==> src/fetch_pkg.sv <==
`default_nettype none

package fetch_pkg;

    // Program counter in words, byte address bits 31 down to 2
    typedef logic [29:0] pc_word_t;

    // Byte address presented to instruction memory
    typedef logic [31:0] paddr_t;

    // One instruction word as returned by memory
    typedef logic [31:0] instr_t;

    // Request sequencer states
    typedef enum logic [1:0] {
        // Bus quiet, no transaction open
        IDLE    = 2'd0,
        // Req high, waiting for ack to rise
        REQ     = 2'd1,
        // Req low, waiting for ack to fall
        RELEASE = 2'd2,
        // Timed out with req low, draining any late ack
        ABORT   = 2'd3
    } fetch_state_e;

    // Memory content rule shared by the testbench memory and checker
    // Word at byte address A holds A ^ MEM_SALT
    localparam logic [31:0] MEM_SALT = 32'hA5C3_0F69;

endpackage : fetch_pkg

`default_nettype wire

==> src/fetch_stage_f1.sv <==
`timescale 1ns/1ns
`default_nettype none

module fetch_stage_f1 #(
    // Word address loaded on reset
    parameter fetch_pkg::pc_word_t RESET_PC_WORD = 30'h0
) (
    input  wire logic                i_clk,
    input  wire logic                i_rst_n,

    // Branch redirect from later stages
    input  wire logic                i_redirect,
    input  wire fetch_pkg::pc_word_t i_redirect_pc_word,

    // Pulse from the sequencer when it issues a request
    input  wire logic                i_pc_advance,

    // Base-offset remap controls
    input  wire logic                i_xlate_en,
    input  wire fetch_pkg::pc_word_t i_xlate_base_word,

    // Current pc and its fetch address toward the sequencer
    output fetch_pkg::pc_word_t      o_pc_word,
    output fetch_pkg::paddr_t        o_fetch_addr
);

    import fetch_pkg::*;

    // Program counter register
    pc_word_t pc_q;
    // Sequential successor
    pc_word_t pc_seq;
    // Word address after optional remap
    pc_word_t xlate_word;

    assign pc_seq = pc_q + 30'd1;

    // Redirect beats advance when both land together
    always_ff @(posedge i_clk) begin
        if (!i_rst_n) begin
            pc_q <= RESET_PC_WORD;
        end else if (i_redirect) begin
            pc_q <= i_redirect_pc_word;
        end else if (i_pc_advance) begin
            // Sequencer has latched the old pc, move on
            pc_q <= pc_seq;
        end
    end

    // Base-offset translation
    // Adds the base word to the virtual word when enabled
    always_comb begin
        if (i_xlate_en) begin
            xlate_word = pc_q + i_xlate_base_word;
        end else begin
            xlate_word = pc_q;
        end
    end

    // Reported pc always stays untranslated
    assign o_pc_word = pc_q;

    // Byte form of the translated word, always word aligned
    assign o_fetch_addr = {xlate_word, 2'b00};

endmodule : fetch_stage_f1

`default_nettype wire

==> src/fetch_ack_timer.sv <==
`timescale 1ns/1ns
`default_nettype none

module fetch_ack_timer #(
    // Cycles of waiting for ack before a fault
    parameter int unsigned TIMEOUT_CYCLES = 8
) (
    input  wire logic i_clk,
    input  wire logic i_rst_n,

    // High while a request waits for ack
    input  wire logic i_run,

    // Wait limit reached
    output logic      o_timeout
);

    // Counter wide enough to hold the limit itself
    localparam int unsigned CNT_W = $clog2(TIMEOUT_CYCLES + 1);

    // Limit in counter width
    localparam logic [CNT_W-1:0] LIMIT = CNT_W'(TIMEOUT_CYCLES);

    // Cycles spent waiting so far
    logic [CNT_W-1:0] count_q;

    // Saturating up counter
    // Cleared whenever the request is not waiting
    always_ff @(posedge i_clk) begin
        if (!i_rst_n) begin
            count_q <= '0;
        end else if (!i_run) begin
            count_q <= '0;
        end else if (count_q != LIMIT) begin
            count_q <= count_q + 1'b1;
        end
    end

    // Stays high while saturated and running
    // Cleared count never matches, so an idle bus shows no timeout
    assign o_timeout = (count_q == LIMIT);

endmodule : fetch_ack_timer

`default_nettype wire

==> src/fetch_req_fsm.sv <==
`timescale 1ns/1ns
`default_nettype none

module fetch_req_fsm (
    input  wire logic                i_clk,
    input  wire logic                i_rst_n,

    // Redirect marks the open transaction stale
    input  wire logic                i_redirect,

    // Current pc and address from F1
    input  wire fetch_pkg::pc_word_t i_pc_word,
    input  wire fetch_pkg::paddr_t   i_fetch_addr,
    output logic                     o_pc_advance,

    // Four-phase memory bus
    output logic                     o_mem_req,
    output fetch_pkg::paddr_t        o_mem_addr,
    input  wire logic                i_mem_ack,
    input  wire fetch_pkg::instr_t   i_mem_rdata,

    // Ack watchdog
    output logic                     o_timer_run,
    input  wire logic                i_timeout,

    // F2 hand-off
    input  wire logic                i_slot_free,
    output logic                     o_f2_load,
    output fetch_pkg::pc_word_t      o_f2_pc_word,
    output fetch_pkg::instr_t        o_f2_instr,
    output logic                     o_f2_fault
);

    import fetch_pkg::*;

    fetch_state_e state_q;
    fetch_state_e state_d;

    // Pc and address of the open transaction
    pc_word_t pc_q;
    paddr_t   addr_q;

    // Set by a redirect while a transaction is open
    logic stale_q;

    // Issue a request this cycle
    logic issue;
    // First ack-high cycle in REQ
    logic ack_take;
    // Watchdog fired before any ack
    logic to_take;

    // F2 must be empty after this edge before a request goes out
    assign issue    = (state_q == IDLE) && i_slot_free && !i_redirect;
    assign ack_take = (state_q == REQ) && i_mem_ack;
    assign to_take  = (state_q == REQ) && !i_mem_ack && i_timeout;

    always_comb begin
        state_d = state_q;
        case (state_q)
            IDLE: begin
                if (issue) begin
                    state_d = REQ;
                end
            end
            REQ: begin
                // Ack wins over a timeout in the same cycle
                if (ack_take) begin
                    state_d = RELEASE;
                end else if (to_take) begin
                    state_d = ABORT;
                end
            end
            // Both wait for ack low before the bus may be reused
            RELEASE, ABORT: begin
                if (!i_mem_ack) begin
                    state_d = IDLE;
                end
            end
            default: begin
                state_d = IDLE;
            end
        endcase
    end

    always_ff @(posedge i_clk) begin
        if (!i_rst_n) begin
            state_q <= IDLE;
            stale_q <= 1'b0;
        end else begin
            state_q <= state_d;
            if (issue) begin
                // Fresh transaction starts clean
                stale_q <= 1'b0;
            end else if (i_redirect && (state_q != IDLE)) begin
                stale_q <= 1'b1;
            end
        end
    end

    // Request payload, held for the whole transaction
    always_ff @(posedge i_clk) begin
        if (issue) begin
            pc_q   <= i_pc_word;
            addr_q <= i_fetch_addr;
        end
    end

    // F1 steps on at the same edge the request is latched
    assign o_pc_advance = issue;

    assign o_mem_req   = (state_q == REQ);
    assign o_mem_addr  = addr_q;
    assign o_timer_run = (state_q == REQ);

    // Stale or redirected data never reaches F2
    assign o_f2_load    = (ack_take || to_take) && !stale_q && !i_redirect;
    assign o_f2_pc_word = pc_q;
    // Fault item carries a zero instruction
    assign o_f2_instr   = to_take ? '0 : i_mem_rdata;
    assign o_f2_fault   = to_take;

endmodule : fetch_req_fsm

`default_nettype wire

==> src/fetch_stage_f2.sv <==
`timescale 1ns/1ns
`default_nettype none

module fetch_stage_f2 (
    input  wire logic                i_clk,
    input  wire logic                i_rst_n,

    // Redirect empties the stage
    input  wire logic                i_flush,

    // Item from the sequencer
    input  wire logic                i_load,
    input  wire fetch_pkg::pc_word_t i_pc_word,
    input  wire fetch_pkg::instr_t   i_instr,
    input  wire logic                i_fault,

    // Empty, or handing its item to decode this cycle
    output logic                     o_slot_free,

    // Toward decode
    output logic                     o_dec_valid,
    output fetch_pkg::pc_word_t      o_dec_pc_word,
    output fetch_pkg::instr_t        o_dec_instr,
    output logic                     o_dec_fault,
    input  wire logic                i_dec_ready
);

    import fetch_pkg::*;

    logic     valid_q;
    pc_word_t pc_q;
    instr_t   instr_q;
    logic     fault_q;

    // Load accepted this cycle
    logic take;
    // Item leaves toward decode this cycle
    logic xfer;

    assign xfer        = valid_q && i_dec_ready;
    assign o_slot_free = !valid_q || i_dec_ready;

    // A load into a full, stalled register would lose an item
    assign take = i_load && o_slot_free && !i_flush;

    // Valid bit, flush first
    always_ff @(posedge i_clk) begin
        if (!i_rst_n) begin
            valid_q <= 1'b0;
        end else if (i_flush) begin
            valid_q <= 1'b0;
        end else if (take) begin
            // New item may replace one leaving this cycle
            valid_q <= 1'b1;
        end else if (xfer) begin
            valid_q <= 1'b0;
        end
    end

    // Fault flag is low out of reset
    always_ff @(posedge i_clk) begin
        if (!i_rst_n) begin
            fault_q <= 1'b0;
        end else if (take) begin
            fault_q <= i_fault;
        end
    end

    // Pc and instruction only change on a load
    // Stable under back-pressure
    always_ff @(posedge i_clk) begin
        if (take) begin
            pc_q    <= i_pc_word;
            instr_q <= i_instr;
        end
    end

    assign o_dec_valid   = valid_q;
    assign o_dec_pc_word = pc_q;
    assign o_dec_instr   = instr_q;
    assign o_dec_fault   = fault_q;

endmodule : fetch_stage_f2

`default_nettype wire

==> src/fetch_top.sv <==
`timescale 1ns/1ns
`default_nettype none

module fetch_top #(
    parameter fetch_pkg::pc_word_t RESET_PC_WORD  = 30'h0,
    parameter int unsigned         TIMEOUT_CYCLES = 8
) (
    input  wire logic                i_clk,
    input  wire logic                i_rst_n,

    // Branch redirect
    input  wire logic                i_redirect,
    input  wire fetch_pkg::pc_word_t i_redirect_pc_word,

    // Base-offset translation
    input  wire logic                i_xlate_en,
    input  wire fetch_pkg::pc_word_t i_xlate_base_word,

    // Instruction memory, four-phase req/ack
    output logic                     o_mem_req,
    output fetch_pkg::paddr_t        o_mem_addr,
    input  wire logic                i_mem_ack,
    input  wire fetch_pkg::instr_t   i_mem_rdata,

    // Decode, valid/ready
    output logic                     o_dec_valid,
    output fetch_pkg::pc_word_t      o_dec_pc_word,
    output fetch_pkg::instr_t        o_dec_instr,
    output logic                     o_dec_fault,
    input  wire logic                i_dec_ready
);

    import fetch_pkg::*;

    // F1 to sequencer
    pc_word_t pc_word;
    paddr_t   fetch_addr;
    logic     pc_advance;

    // Sequencer and watchdog
    logic timer_run;
    logic timeout;

    // Sequencer to F2
    logic     slot_free;
    logic     f2_load;
    pc_word_t f2_pc_word;
    instr_t   f2_instr;
    logic     f2_fault;

    fetch_stage_f1 #(
        .RESET_PC_WORD      (RESET_PC_WORD)
    ) u_f1 (
        .i_clk              (i_clk),
        .i_rst_n            (i_rst_n),
        .i_redirect         (i_redirect),
        .i_redirect_pc_word (i_redirect_pc_word),
        .i_pc_advance       (pc_advance),
        .i_xlate_en         (i_xlate_en),
        .i_xlate_base_word  (i_xlate_base_word),
        .o_pc_word          (pc_word),
        .o_fetch_addr       (fetch_addr)
    );

    fetch_req_fsm u_req (
        .i_clk        (i_clk),
        .i_rst_n      (i_rst_n),
        .i_redirect   (i_redirect),
        .i_pc_word    (pc_word),
        .i_fetch_addr (fetch_addr),
        .o_pc_advance (pc_advance),
        .o_mem_req    (o_mem_req),
        .o_mem_addr   (o_mem_addr),
        .i_mem_ack    (i_mem_ack),
        .i_mem_rdata  (i_mem_rdata),
        .o_timer_run  (timer_run),
        .i_timeout    (timeout),
        .i_slot_free  (slot_free),
        .o_f2_load    (f2_load),
        .o_f2_pc_word (f2_pc_word),
        .o_f2_instr   (f2_instr),
        .o_f2_fault   (f2_fault)
    );

    fetch_ack_timer #(
        .TIMEOUT_CYCLES (TIMEOUT_CYCLES)
    ) u_timer (
        .i_clk     (i_clk),
        .i_rst_n   (i_rst_n),
        .i_run     (timer_run),
        .o_timeout (timeout)
    );

    // Redirect doubles as the F2 flush
    fetch_stage_f2 u_f2 (
        .i_clk         (i_clk),
        .i_rst_n       (i_rst_n),
        .i_flush       (i_redirect),
        .i_load        (f2_load),
        .i_pc_word     (f2_pc_word),
        .i_instr       (f2_instr),
        .i_fault       (f2_fault),
        .o_slot_free   (slot_free),
        .o_dec_valid   (o_dec_valid),
        .o_dec_pc_word (o_dec_pc_word),
        .o_dec_instr   (o_dec_instr),
        .o_dec_fault   (o_dec_fault),
        .i_dec_ready   (i_dec_ready)
    );

endmodule : fetch_top

`default_nettype wire

==> config.mk <==
export PLATFORM = sky130hd
export DESIGN_NAME = fetch_top
export DESIGN_NICKNAME = d
export VERILOG_FILES = /design/src/fetch_pkg.sv /design/src/fetch_stage_f1.sv /design/src/fetch_ack_timer.sv /design/src/fetch_req_fsm.sv /design/src/fetch_stage_f2.sv /design/src/fetch_top.sv
export SDC_FILE = /design/constraint.sdc
export NUM_CORES = 1
export LEC_CHECK = 0
export ABC_CLOCK_PERIOD_IN_PS = 4300
export BUFFER_PORTS_ARGS = -buffer_cell sky130_fd_sc_hd__buf_2
export CORE_MARGIN = 2
export CORE_UTILIZATION = 54
export DETAILED_ROUTE_END_ITERATION = 7
export PLACE_DENSITY_LB_ADDON = 0.3
export SLEW_MARGIN = 20
export SYNTH_ARGS = -nofsm -noshare
export SYNTH_HDL_FRONTEND = slang
export SYNTH_SLANG_ARGS = --single-unit
==> constraint.sdc <==
create_clock -name i_clk -period 4.3 [get_ports i_clk]
set_input_delay 0.43 -clock i_clk [delete_from_list [all_inputs] [get_ports i_clk]]
set_output_delay 0.43 -clock i_clk [all_outputs]
set_load 0.01 [all_outputs]
==> results of run 1 <==
-- cell families after synthesis --
kind of cell,share of synthesized area
compound gates,0.107
mux,0.0399
buf+inv,0.0253
xor+xnor,0.0651
simple gates,0.139
fa+ha+maj,0.0538
other cells,0.000480
flops,0.569
-- registers in the layout, summed over array words and instances (netlist names) --
| signal | cells |
|---|---|
| u_req.state_q | 2 |
| u_f2.o_dec_fault | 1 |
| u_req.stale_q | 1 |
| u_f2.o_dec_valid | 1 |
| u_f2.o_dec_pc_word | 30 |
| u_f2.o_dec_instr | 32 |
| u_req.o_f2_pc_word | 30 |
| u_req.o_mem_addr | 30 |
| u_timer.count_q | 4 |
| u_f1.o_pc_word | 30 |
-- worst paths after layout --
path	startpoint	endpoint	slack, ns	depth (start not counted)
min reg2reg	u_req.o_f2_pc_word[12]	u_f2.o_dec_pc_word[12]	0.42	0
max reg2reg	u_f1.o_pc_word[0]	u_req.o_mem_addr[28]	1.01	11
min	i_mem_rdata[20]	u_f2.o_dec_instr[20]	0.29	2
max	u_f1.o_pc_word[0]	u_req.o_mem_addr[28]	1.01	11
-- power breakdown --
part	internal (W)	total (W)	leakage, nW	switching, W
clock network	0.000847	0.00145	0.268	0.000603
registers	0.00178	0.00183	1.48	0.0000502
logic	0.000217	0.000486	2.26	0.000269
total	0.00285	0.00377	4.00	0.000923
-- per-stage QoR --
stage               instances  power [W]  hold WS (ns)  cell area, um2   util
global route             1046    0.00392         0.273            9460  0.676
finish                   1046    0.00377         0.287            9460  0.676
CTS                      1046    0.00379         0.269            9460  0.676
global placement         1014    0.00233         0.402            8890  0.636
floorplan                 665    0.00218         0.400            7810      -
detailed placement       1014    0.00235         0.405            8890  0.636
-- cell type report --
class	instances	area, um2
sequential	161	4440
fill	1021	4530
multi-input combinational	462	3180
timing repair buffer	196	991
clock inverter	15	143
clock buffer	17	425
inverter	15	56.3
tap	180	225
-- per-layer routing --
metal	wire length, um	vias up
li1	-	2761
met1	7770	2695
met2	8690	241
met3	1220	23
met4	223	0
met5	0	-
-- worst max-delay path: stages (launching register included) --
cell and delay (ns):
dfxtp_1 0.36, ha_1 0.23, fa_1 0.40, a21o_1 0.23, a221oi_4 0.39, o22ai_2 0.14, a221oi_2 0.45, o221ai_2 0.16
a31oi_2 0.21, o21a_1 0.15, xnor2_1 0.06, mux2_4 0.25
-- cell usage in the layout (no fill, tap or decap), types with 5 or more instances in the layout --
cell type	instances
a21o_1	21
a21oi_1	29
a31oi_1	5
and2_1	63
and3_1	9
buf_2	192
clkbuf_16	17
dfxtp_1	39
edfxtp_1	122
ha_1	32
inv_1	14
mux2_2	21
mux2i_1	6
nand2_1	68
nand3_1	21
nor2_1	21
nor3_1	8
o21ai_0	40
o21bai_1	6
xnor2_1	34
xor2_1	24
==> impl_metrics.json, run 1 <==
{
  "run_status": "finished, final reports clean",
  "post_cts.repair.setup_buffers": 0,
  "total_of_hold_buffers_inserted_after_clock_tree_synthesis": 0,
  "area_growth_syn_to_layout_pct": 21.2,
  "initialDrtViolationCount": 442,
  "sequential_area_share_after_synthesis": 0.569,
  "synth.cell_area_um2": 7810,
  "worst_slew_pin_slew_ns": 0.998,
  "routed_wire_length_per_instance_um": 17.1,
  "timing.final.setup_violations": 0,
  "synth.most_common_cell": "edfxtp_1",
  "placement_rows": 43,
  "first_global_vias": 5706,
  "gr-usage-met2": 0.391,
  "cts_inserted_buffers": 17,
  "hp-class": "in -> reg",
  "wp_data_arrival_ns": 3.46,
  "worst_setup_hold_path_clk_slew_ns": 0.06,
  "worstSetupPathType": "reg -> reg",
  "ir_drop_mv": 0.272,
  "die_w_um": 124,
  "clock_sinks": 161,
  "cts_repair_resize_count": 0,
  "top_post_synthesis_cells_by_count": "edfxtp_1, nand2_1, and2_1",
  "postSynthCellCount": 664,
  "globalRouteTotalUtil": 0.236,
  "hold_viol_final": 0,
  "firstDrtPassIters": 5,
  "synth_enable_flop_cells": 122,
  "ant_nets": 0,
  "grt_start_max_net_pins": 62,
  "final_min_period_over_clock_period": 0.765,
  "final.min_clock_period_ns": 3.29,
  "grt_use_met1": 0.310,
  "num_io_pins": 195,
  "setup_repair_after_global_routing_missed_its_margin": "false",
  "detailedPlace.worstSlack_ns": 0.829,
  "slew_violations": 0,
  "endpoint_kind_of_the_worst_setup_timing_path": "flip-flop",
  "pwr_density_cell_nw_per_um2": 399,
  "portBuffers": 192,
  "global_route.peak_usage_layer": "met2",
  "clock_skew_ns": 0.00824,
  "drc": 0,
  "worst_slew_margin_rel": 0.335,
  "syn_area_per_cell_um2": 11.8,
  "setup_ws_ns": 1.01,
  "clk_path_buf_depth": 2,
  "yosysWarnings": 0,
  "setup_total_negative_slack_ns": 0,
  "route.detailed.vias_per_inst": 5.47,
  "dp.final_hpwl_um": 12900,
  "cts_tree": "built",
  "start_kind": "flip-flop",
  "core-area_um2": 14000,
  "post-synth-top-area-cell": "edfxtp_1",
  "clk-insertion-delay-late_ns": 0.42,
  "routabilityCongestion": 0.965,
  "yosys_register_bits": 161,
  "crit_fanout": 6,
  "grt_use_met3": 0.0525,
  "floorplan.die_area_um2": 15400,
  "grt.overflow.total": 0,
  "final_layout_size_suffix_gt1_frac": 0.298,
  "achievable_frequency_ghz": 0.304,
  "initial_core_util": 0.558,
  "synth.top_cell.area_share": 0.469,
  "yosys.cell_types.count": 57,
  "htree_levels": 4,
  "final_net_count": 984,
  "insertedDiodeCount": 0,
  "first_pass_grt_wire_length_um": 29000,
  "root_buffer": "clkbuf_16",
  "top_flip_flop_cell_by_instance_count_after_synthesis": "edfxtp_1",
  "async_reset_ff_frac": 0,
  "grt_antenna_before_repair": 0,
  "netlist_top_cells_area": "edfxtp_1, dfxtp_1, ha_1",
  "drt-total-wl_um": 17900,
  "die-height_um": 124,
  "timing.max_cap.violations": 0,
  "worst-endpoint-required_ns": 4.47,
  "num_vias": 5720,
  "leakage_nw": 4.00
}
No activity file was read; power rests on OpenSTA's default activity.
==> run 2, diff against run 1 <==
--- a/config.mk
+++ b/config.mk
@@ -5,10 +5,10 @@
 export SDC_FILE = /design/constraint.sdc
 export NUM_CORES = 1
 export LEC_CHECK = 0
-export ABC_CLOCK_PERIOD_IN_PS = 4300
+export ABC_CLOCK_PERIOD_IN_PS = 2940
 export BUFFER_PORTS_ARGS = -buffer_cell sky130_fd_sc_hd__buf_2
 export CORE_MARGIN = 2
-export CORE_UTILIZATION = 54
+export CORE_UTILIZATION = 48
 export DETAILED_ROUTE_END_ITERATION = 7
 export PLACE_DENSITY_LB_ADDON = 0.3
 export SLEW_MARGIN = 20
==> constraint.sdc (replaced) <==
create_clock -name i_clk -period 2.94 [get_ports i_clk]
set_input_delay 0.294 -clock i_clk [delete_from_list [all_inputs] [get_ports i_clk]]
set_output_delay 0.294 -clock i_clk [all_outputs]
set_load 0.01 [all_outputs]
==> impl_metrics.json, run 2 (synthesized netlist as in run 1, its figures left out) <==
{
  "cts_inserted_buffers": 17,
  "timing.final.setup_violations": 0,
  "first_global_vias": 5566,
  "clock_sinks": 161,
  "initialDrtViolationCount": 386,
  "drc": 0,
  "worst_setup_hold_path_clk_slew_ns": 0.07,
  "worstSetupStartpoint": "u_f1.o_pc_word[0]",
  "hp-class": "in -> reg",
  "finalInstanceArea_um2": 9850,
  "root_buffer": "clkbuf_16",
  "endpoint_kind_of_the_worst_setup_timing_path": "flip-flop",
  "setup_total_negative_slack_ns": 0,
  "setup_ws_ns": 0.0567,
  "leakage_nw": 4.20,
  "routabilityCongestion": 0.892,
  "num_vias": 5715,
  "setup_repair_after_global_routing_missed_its_margin": "true",
  "grt.overflow.total": 0,
  "final_min_period_over_clock_period": 0.981,
  "reg2regPathDepth": 11,
  "crit_fanout": 2,
  "worst-endpoint-required_ns": 3.12,
  "area_growth_syn_to_layout_pct": 26.1,
  "pwr_density_cell_nw_per_um2": 592,
  "dp.final_hpwl_um": 12900,
  "timing.reg2reg.setup_slack_ns": 0.06,
  "firstDrtPassIters": 5,
  "number_of_stages_on_the_worst_hold_path": 2,
  "portBuffers": 192,
  "worst_r2r_endpoint": "u_req.o_mem_addr[28]",
  "route.detailed.vias_per_inst": 5.14,
  "ir_drop_mv": 0.404,
  "die-height_um": 132,
  "total_of_hold_buffers_inserted_after_clock_tree_synthesis": 0,
  "numPlacedInstances": 1079,
  "clk_path_buf_depth": 2,
  "core-area_um2": 15900,
  "detailedPlace.worstSlack_ns": -0.103,
  "clock_skew_ns": 0.00685,
  "globalRouteTotalUtil": 0.212,
  "first_pass_grt_wire_length_um": 28600,
  "worstSetupPathType": "reg -> reg",
  "grt_start_max_net_pins": 56,
  "drt-total-wl_um": 18000,
  "final_common_cell": "buf_2",
  "cts_tree": "built",
  "mostFrequentLayoutCells": "buf_2, edfxtp_1, nand2_1",
  "placement_rows": 46,
  "num_io_pins": 195,
  "slew_violations": 0,
  "insertedDiodeCount": 0,
  "start_kind": "flip-flop",
  "layoutNonFillerInstCount": 1111,
  "timing.critical_path.to": "u_req.o_mem_addr[28]",
  "clk-insertion-delay-late_ns": 0.42,
  "largest_register_ffs": 32,
  "run_status": "finished, final reports clean",
  "final_layout_size_suffix_gt1_frac": 0.331,
  "ant_nets": 0,
  "die_w_um": 132,
  "totalPowerFinal_w": 0.00583,
  "r2r-start": "u_f1.o_pc_word[0]",
  "htree_levels": 4,
  "hold_viol_final": 0,
  "achievable_frequency_ghz": 0.347,
  "wp_data_arrival_ns": 3.06,
  "final.min_clock_period_ns": 2.88,
  "final_net_count": 1013,
  "routed_wire_length_per_instance_um": 16.2,
  "initial_core_util": 0.491,
  "timing.max_cap.violations": 0,
  "worst_slew_pin_slew_ns": 0.863,
  "floorplan.die_area_um2": 17300,
  "holdCritStartpoint": "i_mem_rdata[11]",
  "dpl_cell_area_um2": 9170,
  "worst_slew_margin_rel": 0.424,
  "grt_antenna_before_repair": 0
}
[run 2: cell count changes in the layout (fill, tap and decap cells not counted), moves of 2 or more]
cell | previous run | this run
inv_8 | 0 | 2
clkinv_2 | 3 | 0
clkinv_4 | 2 | 4
clkinv_1 | 3 | 0
bufinv_16 | 2 | 4
buf_4 | 4 | 32
ha_1 | 32 | 30
clkinvlp_4 | 4 | 0
inv_6 | 1 | 5
[run 2: worst min path at each step]
stage	to
floorplan	u_f2.o_dec_pc_word[0]
global placement	u_f2.o_dec_pc_word[3]
detailed placement	u_f2.o_dec_pc_word[16]
CTS	u_f2.o_dec_instr[11]
global route	u_f2.o_dec_instr[29]
finish	u_f2.o_dec_instr[11]
[run 2: power breakdown]
group          internal (W)  total, W  switching, W
combinational      0.000349  0.000763      0.000414
sequential          0.00261   0.00267     0.0000599
clock               0.00145   0.00240      0.000948
[run 2: worst max-delay path, cell delays in order, from the launching register on]
cell and delay [ns]:
dfxtp_2 0.34, ha_4 0.16, fa_2 0.33, a21o_1 0.20, a221oi_4 0.33, o22ai_2 0.11, a221oi_2 0.36, o221ai_2 0.14
a31oi_2 0.20, o21a_1 0.14, xnor2_1 0.06, mux2_4 0.25
[run 2: cell type report]
cell class / instances / area [um2]
flip-flops and latches: 161 / 4450
well taps: 216 / 270
clock inverters: 15 / 221
fillers: 1329 / 6040
multi-input cells: 462 / 3210
clock buffers: 17 / 425
inverters: 15 / 56.3
repair buffers: 225 / 1220
[run 2: per-layer routing]
| metal | vias up | routed length, um | global-route usage |
|---|---|---|---|
| li1 | 2823 | - | - |
| met1 | 2650 | 8340 | 0.286 |
| met2 | 217 | 8170 | 0.337 |
| met3 | 25 | 1110 | 0.0455 |
| met4 | 0 | 342 | 0.0785 |
| met5 | - | 0 | 0 |
[run 2: metrics by stage]
| step | hold slack [ns] | utilization |
|---|---|---|
| final | 0.149 | 0.620 |
| after global routing | 0.139 | 0.620 |
| after CTS | 0.131 | 0.618 |
| after detailed placement | 0.405 | 0.578 |
| after global placement | 0.401 | 0.578 |
| after floorplan | 0.400 | - |
[run 2: what timing repair did]
item / 4_1_cts / 5_1_grt
gates resized for setup: 0 / 5
setup endpoints to repair: 0 / 7
buffers inserted: 0 / 0
==> run 3, diff against run 2 <==
--- a/config.mk
+++ b/config.mk
@@ -8,9 +8,9 @@
 export ABC_CLOCK_PERIOD_IN_PS = 2940
 export BUFFER_PORTS_ARGS = -buffer_cell sky130_fd_sc_hd__buf_2
 export CORE_MARGIN = 2
-export CORE_UTILIZATION = 48
+export CORE_UTILIZATION = 44
 export DETAILED_ROUTE_END_ITERATION = 7
-export PLACE_DENSITY_LB_ADDON = 0.3
+export PLACE_DENSITY = 0.71
 export SLEW_MARGIN = 20
 export SYNTH_ARGS = -nofsm -noshare
 export SYNTH_HDL_FRONTEND = slang
==> impl_metrics.json, run 3 (synthesized netlist as in run 1, its figures left out) <==
{
  "leakage_nw": 4.18,
  "slew_violations": 0,
  "worst_slew_margin_rel": 0.392,
  "globalRouteTotalUtil": 0.200,
  "initialDrtViolationCount": 292,
  "ir_drop_mv": 0.412,
  "first_global_vias": 5520,
  "core-area_um2": 17300,
  "ant_nets": 0,
  "hold_viol_final": 0,
  "floorplan.die_area_um2": 18800,
  "largest_register_ffs": 32,
  "firstDrtPassIters": 5,
  "placement_rows": 48,
  "grt.overflow.total": 0,
  "mostFrequentLayoutCells": "buf_2, edfxtp_1, nand2_1",
  "die-height_um": 137,
  "area_growth_syn_to_layout_pct": 26.1,
  "cts_tree": "built",
  "num_io_pins": 195,
  "totalPowerFinal_w": 0.00558,
  "portBuffers": 192,
  "clk_path_buf_depth": 2,
  "htree_levels": 4,
  "wp_data_arrival_ns": 3.08,
  "initial_core_util": 0.451,
  "grt_antenna_before_repair": 0,
  "final_common_cell": "buf_2",
  "worst_slew_pin_slew_ns": 0.910,
  "root_buffer": "clkbuf_16",
  "hp-class": "in -> reg",
  "clock_skew_ns": 0.0114,
  "final_net_count": 1019,
  "setup_repair_after_global_routing_missed_its_margin": "true",
  "grt_start_max_net_pins": 39,
  "insertedDiodeCount": 0,
  "route.detailed.vias_per_inst": 5.06,
  "final_layout_size_suffix_gt1_frac": 0.334,
  "die_w_um": 137,
  "achievable_frequency_ghz": 0.344,
  "endpoint_kind_of_the_worst_setup_timing_path": "flip-flop",
  "start_kind": "flip-flop",
  "clock_sinks": 161,
  "drc": 0,
  "crit_fanout": 3,
  "routed_wire_length_per_instance_um": 16.5,
  "holdWs_ns": 0.148,
  "pwr_density_cell_nw_per_um2": 567,
  "worstSetupPathType": "reg -> reg",
  "timing.max_cap.violations": 0,
  "timing.final.setup_violations": 0,
  "cts_inserted_buffers": 17,
  "dp.final_hpwl_um": 13700,
  "run_status": "finished, final reports clean",
  "first_pass_grt_wire_length_um": 28400,
  "final_min_period_over_clock_period": 0.988,
  "final.min_clock_period_ns": 2.90,
  "drt-total-wl_um": 18600,
  "worst-endpoint-required_ns": 3.11,
  "routabilityCongestion": 0.839,
  "worst_setup_hold_path_clk_slew_ns": 0.06,
  "total_of_hold_buffers_inserted_after_clock_tree_synthesis": 0,
  "clk-insertion-delay-late_ns": 0.42,
  "num_vias": 5702
}
run 3: cell count changes in the layout (fill, tap and decap cells not counted), sizes merged:
cell | before | now
bufinv | 4 | 1
inv | 22 | 20
clkbuf | 17 | 19
buf | 225 | 231
clkinvlp | 0 | 4
clkinv | 4 | 3
run 3: per-stage QoR:
stage | cells | worst slack, ns | instance area (um2) | util | TNS, ns
4_1_cts | 1124 | 0.000520 | 9800 | 0.566 | 0
5_1_grt | 1126 | -0.0738 | 9840 | 0.569 | -0.158
6_report | 1126 | 0.0361 | 9840 | 0.569 | 0
3_5_place_dp | 1090 | -0.185 | 9210 | 0.533 | -0.400
2_1_floorplan | 665 | 0.0142 | 7820 | - | 0
3_3_place_gp | 1090 | -0.167 | 9210 | 0.533 | -0.304
run 3: final cells by class:
type                       instances  area (um2)
clock buffer                      19         443
clock inverter                    13         128
fill                            1542        7450
sequential                       161        4450
timing repair buffer             231        1280
multi-input combinational        462        3210
inverter                          15        56.3
tap                              225         282
run 3: path summary, 6_finish.rpt:
path	from	to	slack, ns	cells past startpoint
setup / recovery	u_f1.o_pc_word[0]	u_req.o_mem_addr[28]	0.04	11
hold / removal	i_mem_rdata[7]	u_f2.o_dec_instr[7]	0.15	2
setup reg to reg	u_f1.o_pc_word[0]	u_req.o_mem_addr[28]	0.04	11
hold reg to reg	u_req.o_f2_pc_word[21]	u_f2.o_dec_pc_word[21]	0.41	0
run 3: worst max-delay path: stages (launching register included):
cell and delay, ns:
dfxtp_2 0.33, ha_4 0.16, fa_2 0.35, a21o_1 0.21, a221oi_4 0.36, o22ai_2 0.11
a221oi_2 0.33, o221ai_2 0.14, a31oi_2 0.21, o21a_1 0.14, xnor2_1 0.06, mux2_4 0.25
run 3: where the power goes:
part	internal, W	switching [W]	leakage (nW)
registers	0.00261	0.0000587	1.48
logic	0.000357	0.000414	2.44
clock network	0.00120	0.000936	0.267
total	0.00417	0.00141	4.18
run 3: repair_timing:
action / CTS / global route
buffers inserted: 2 / 2
setup endpoints to repair: 3 / 8
pin swaps: 3 / 4
endpoints found under the hold margin: 0 / 0
resized for setup: 0 / 6
run 3: metal layers:
| metal | share of wire | track usage |
|---|---|---|
| met5 | 0 | 0 |
| met4 | 0.011 | 0.0538 |
| met1 | 0.45 | 0.264 |
| met3 | 0.063 | 0.0442 |
| met2 | 0.47 | 0.331 |
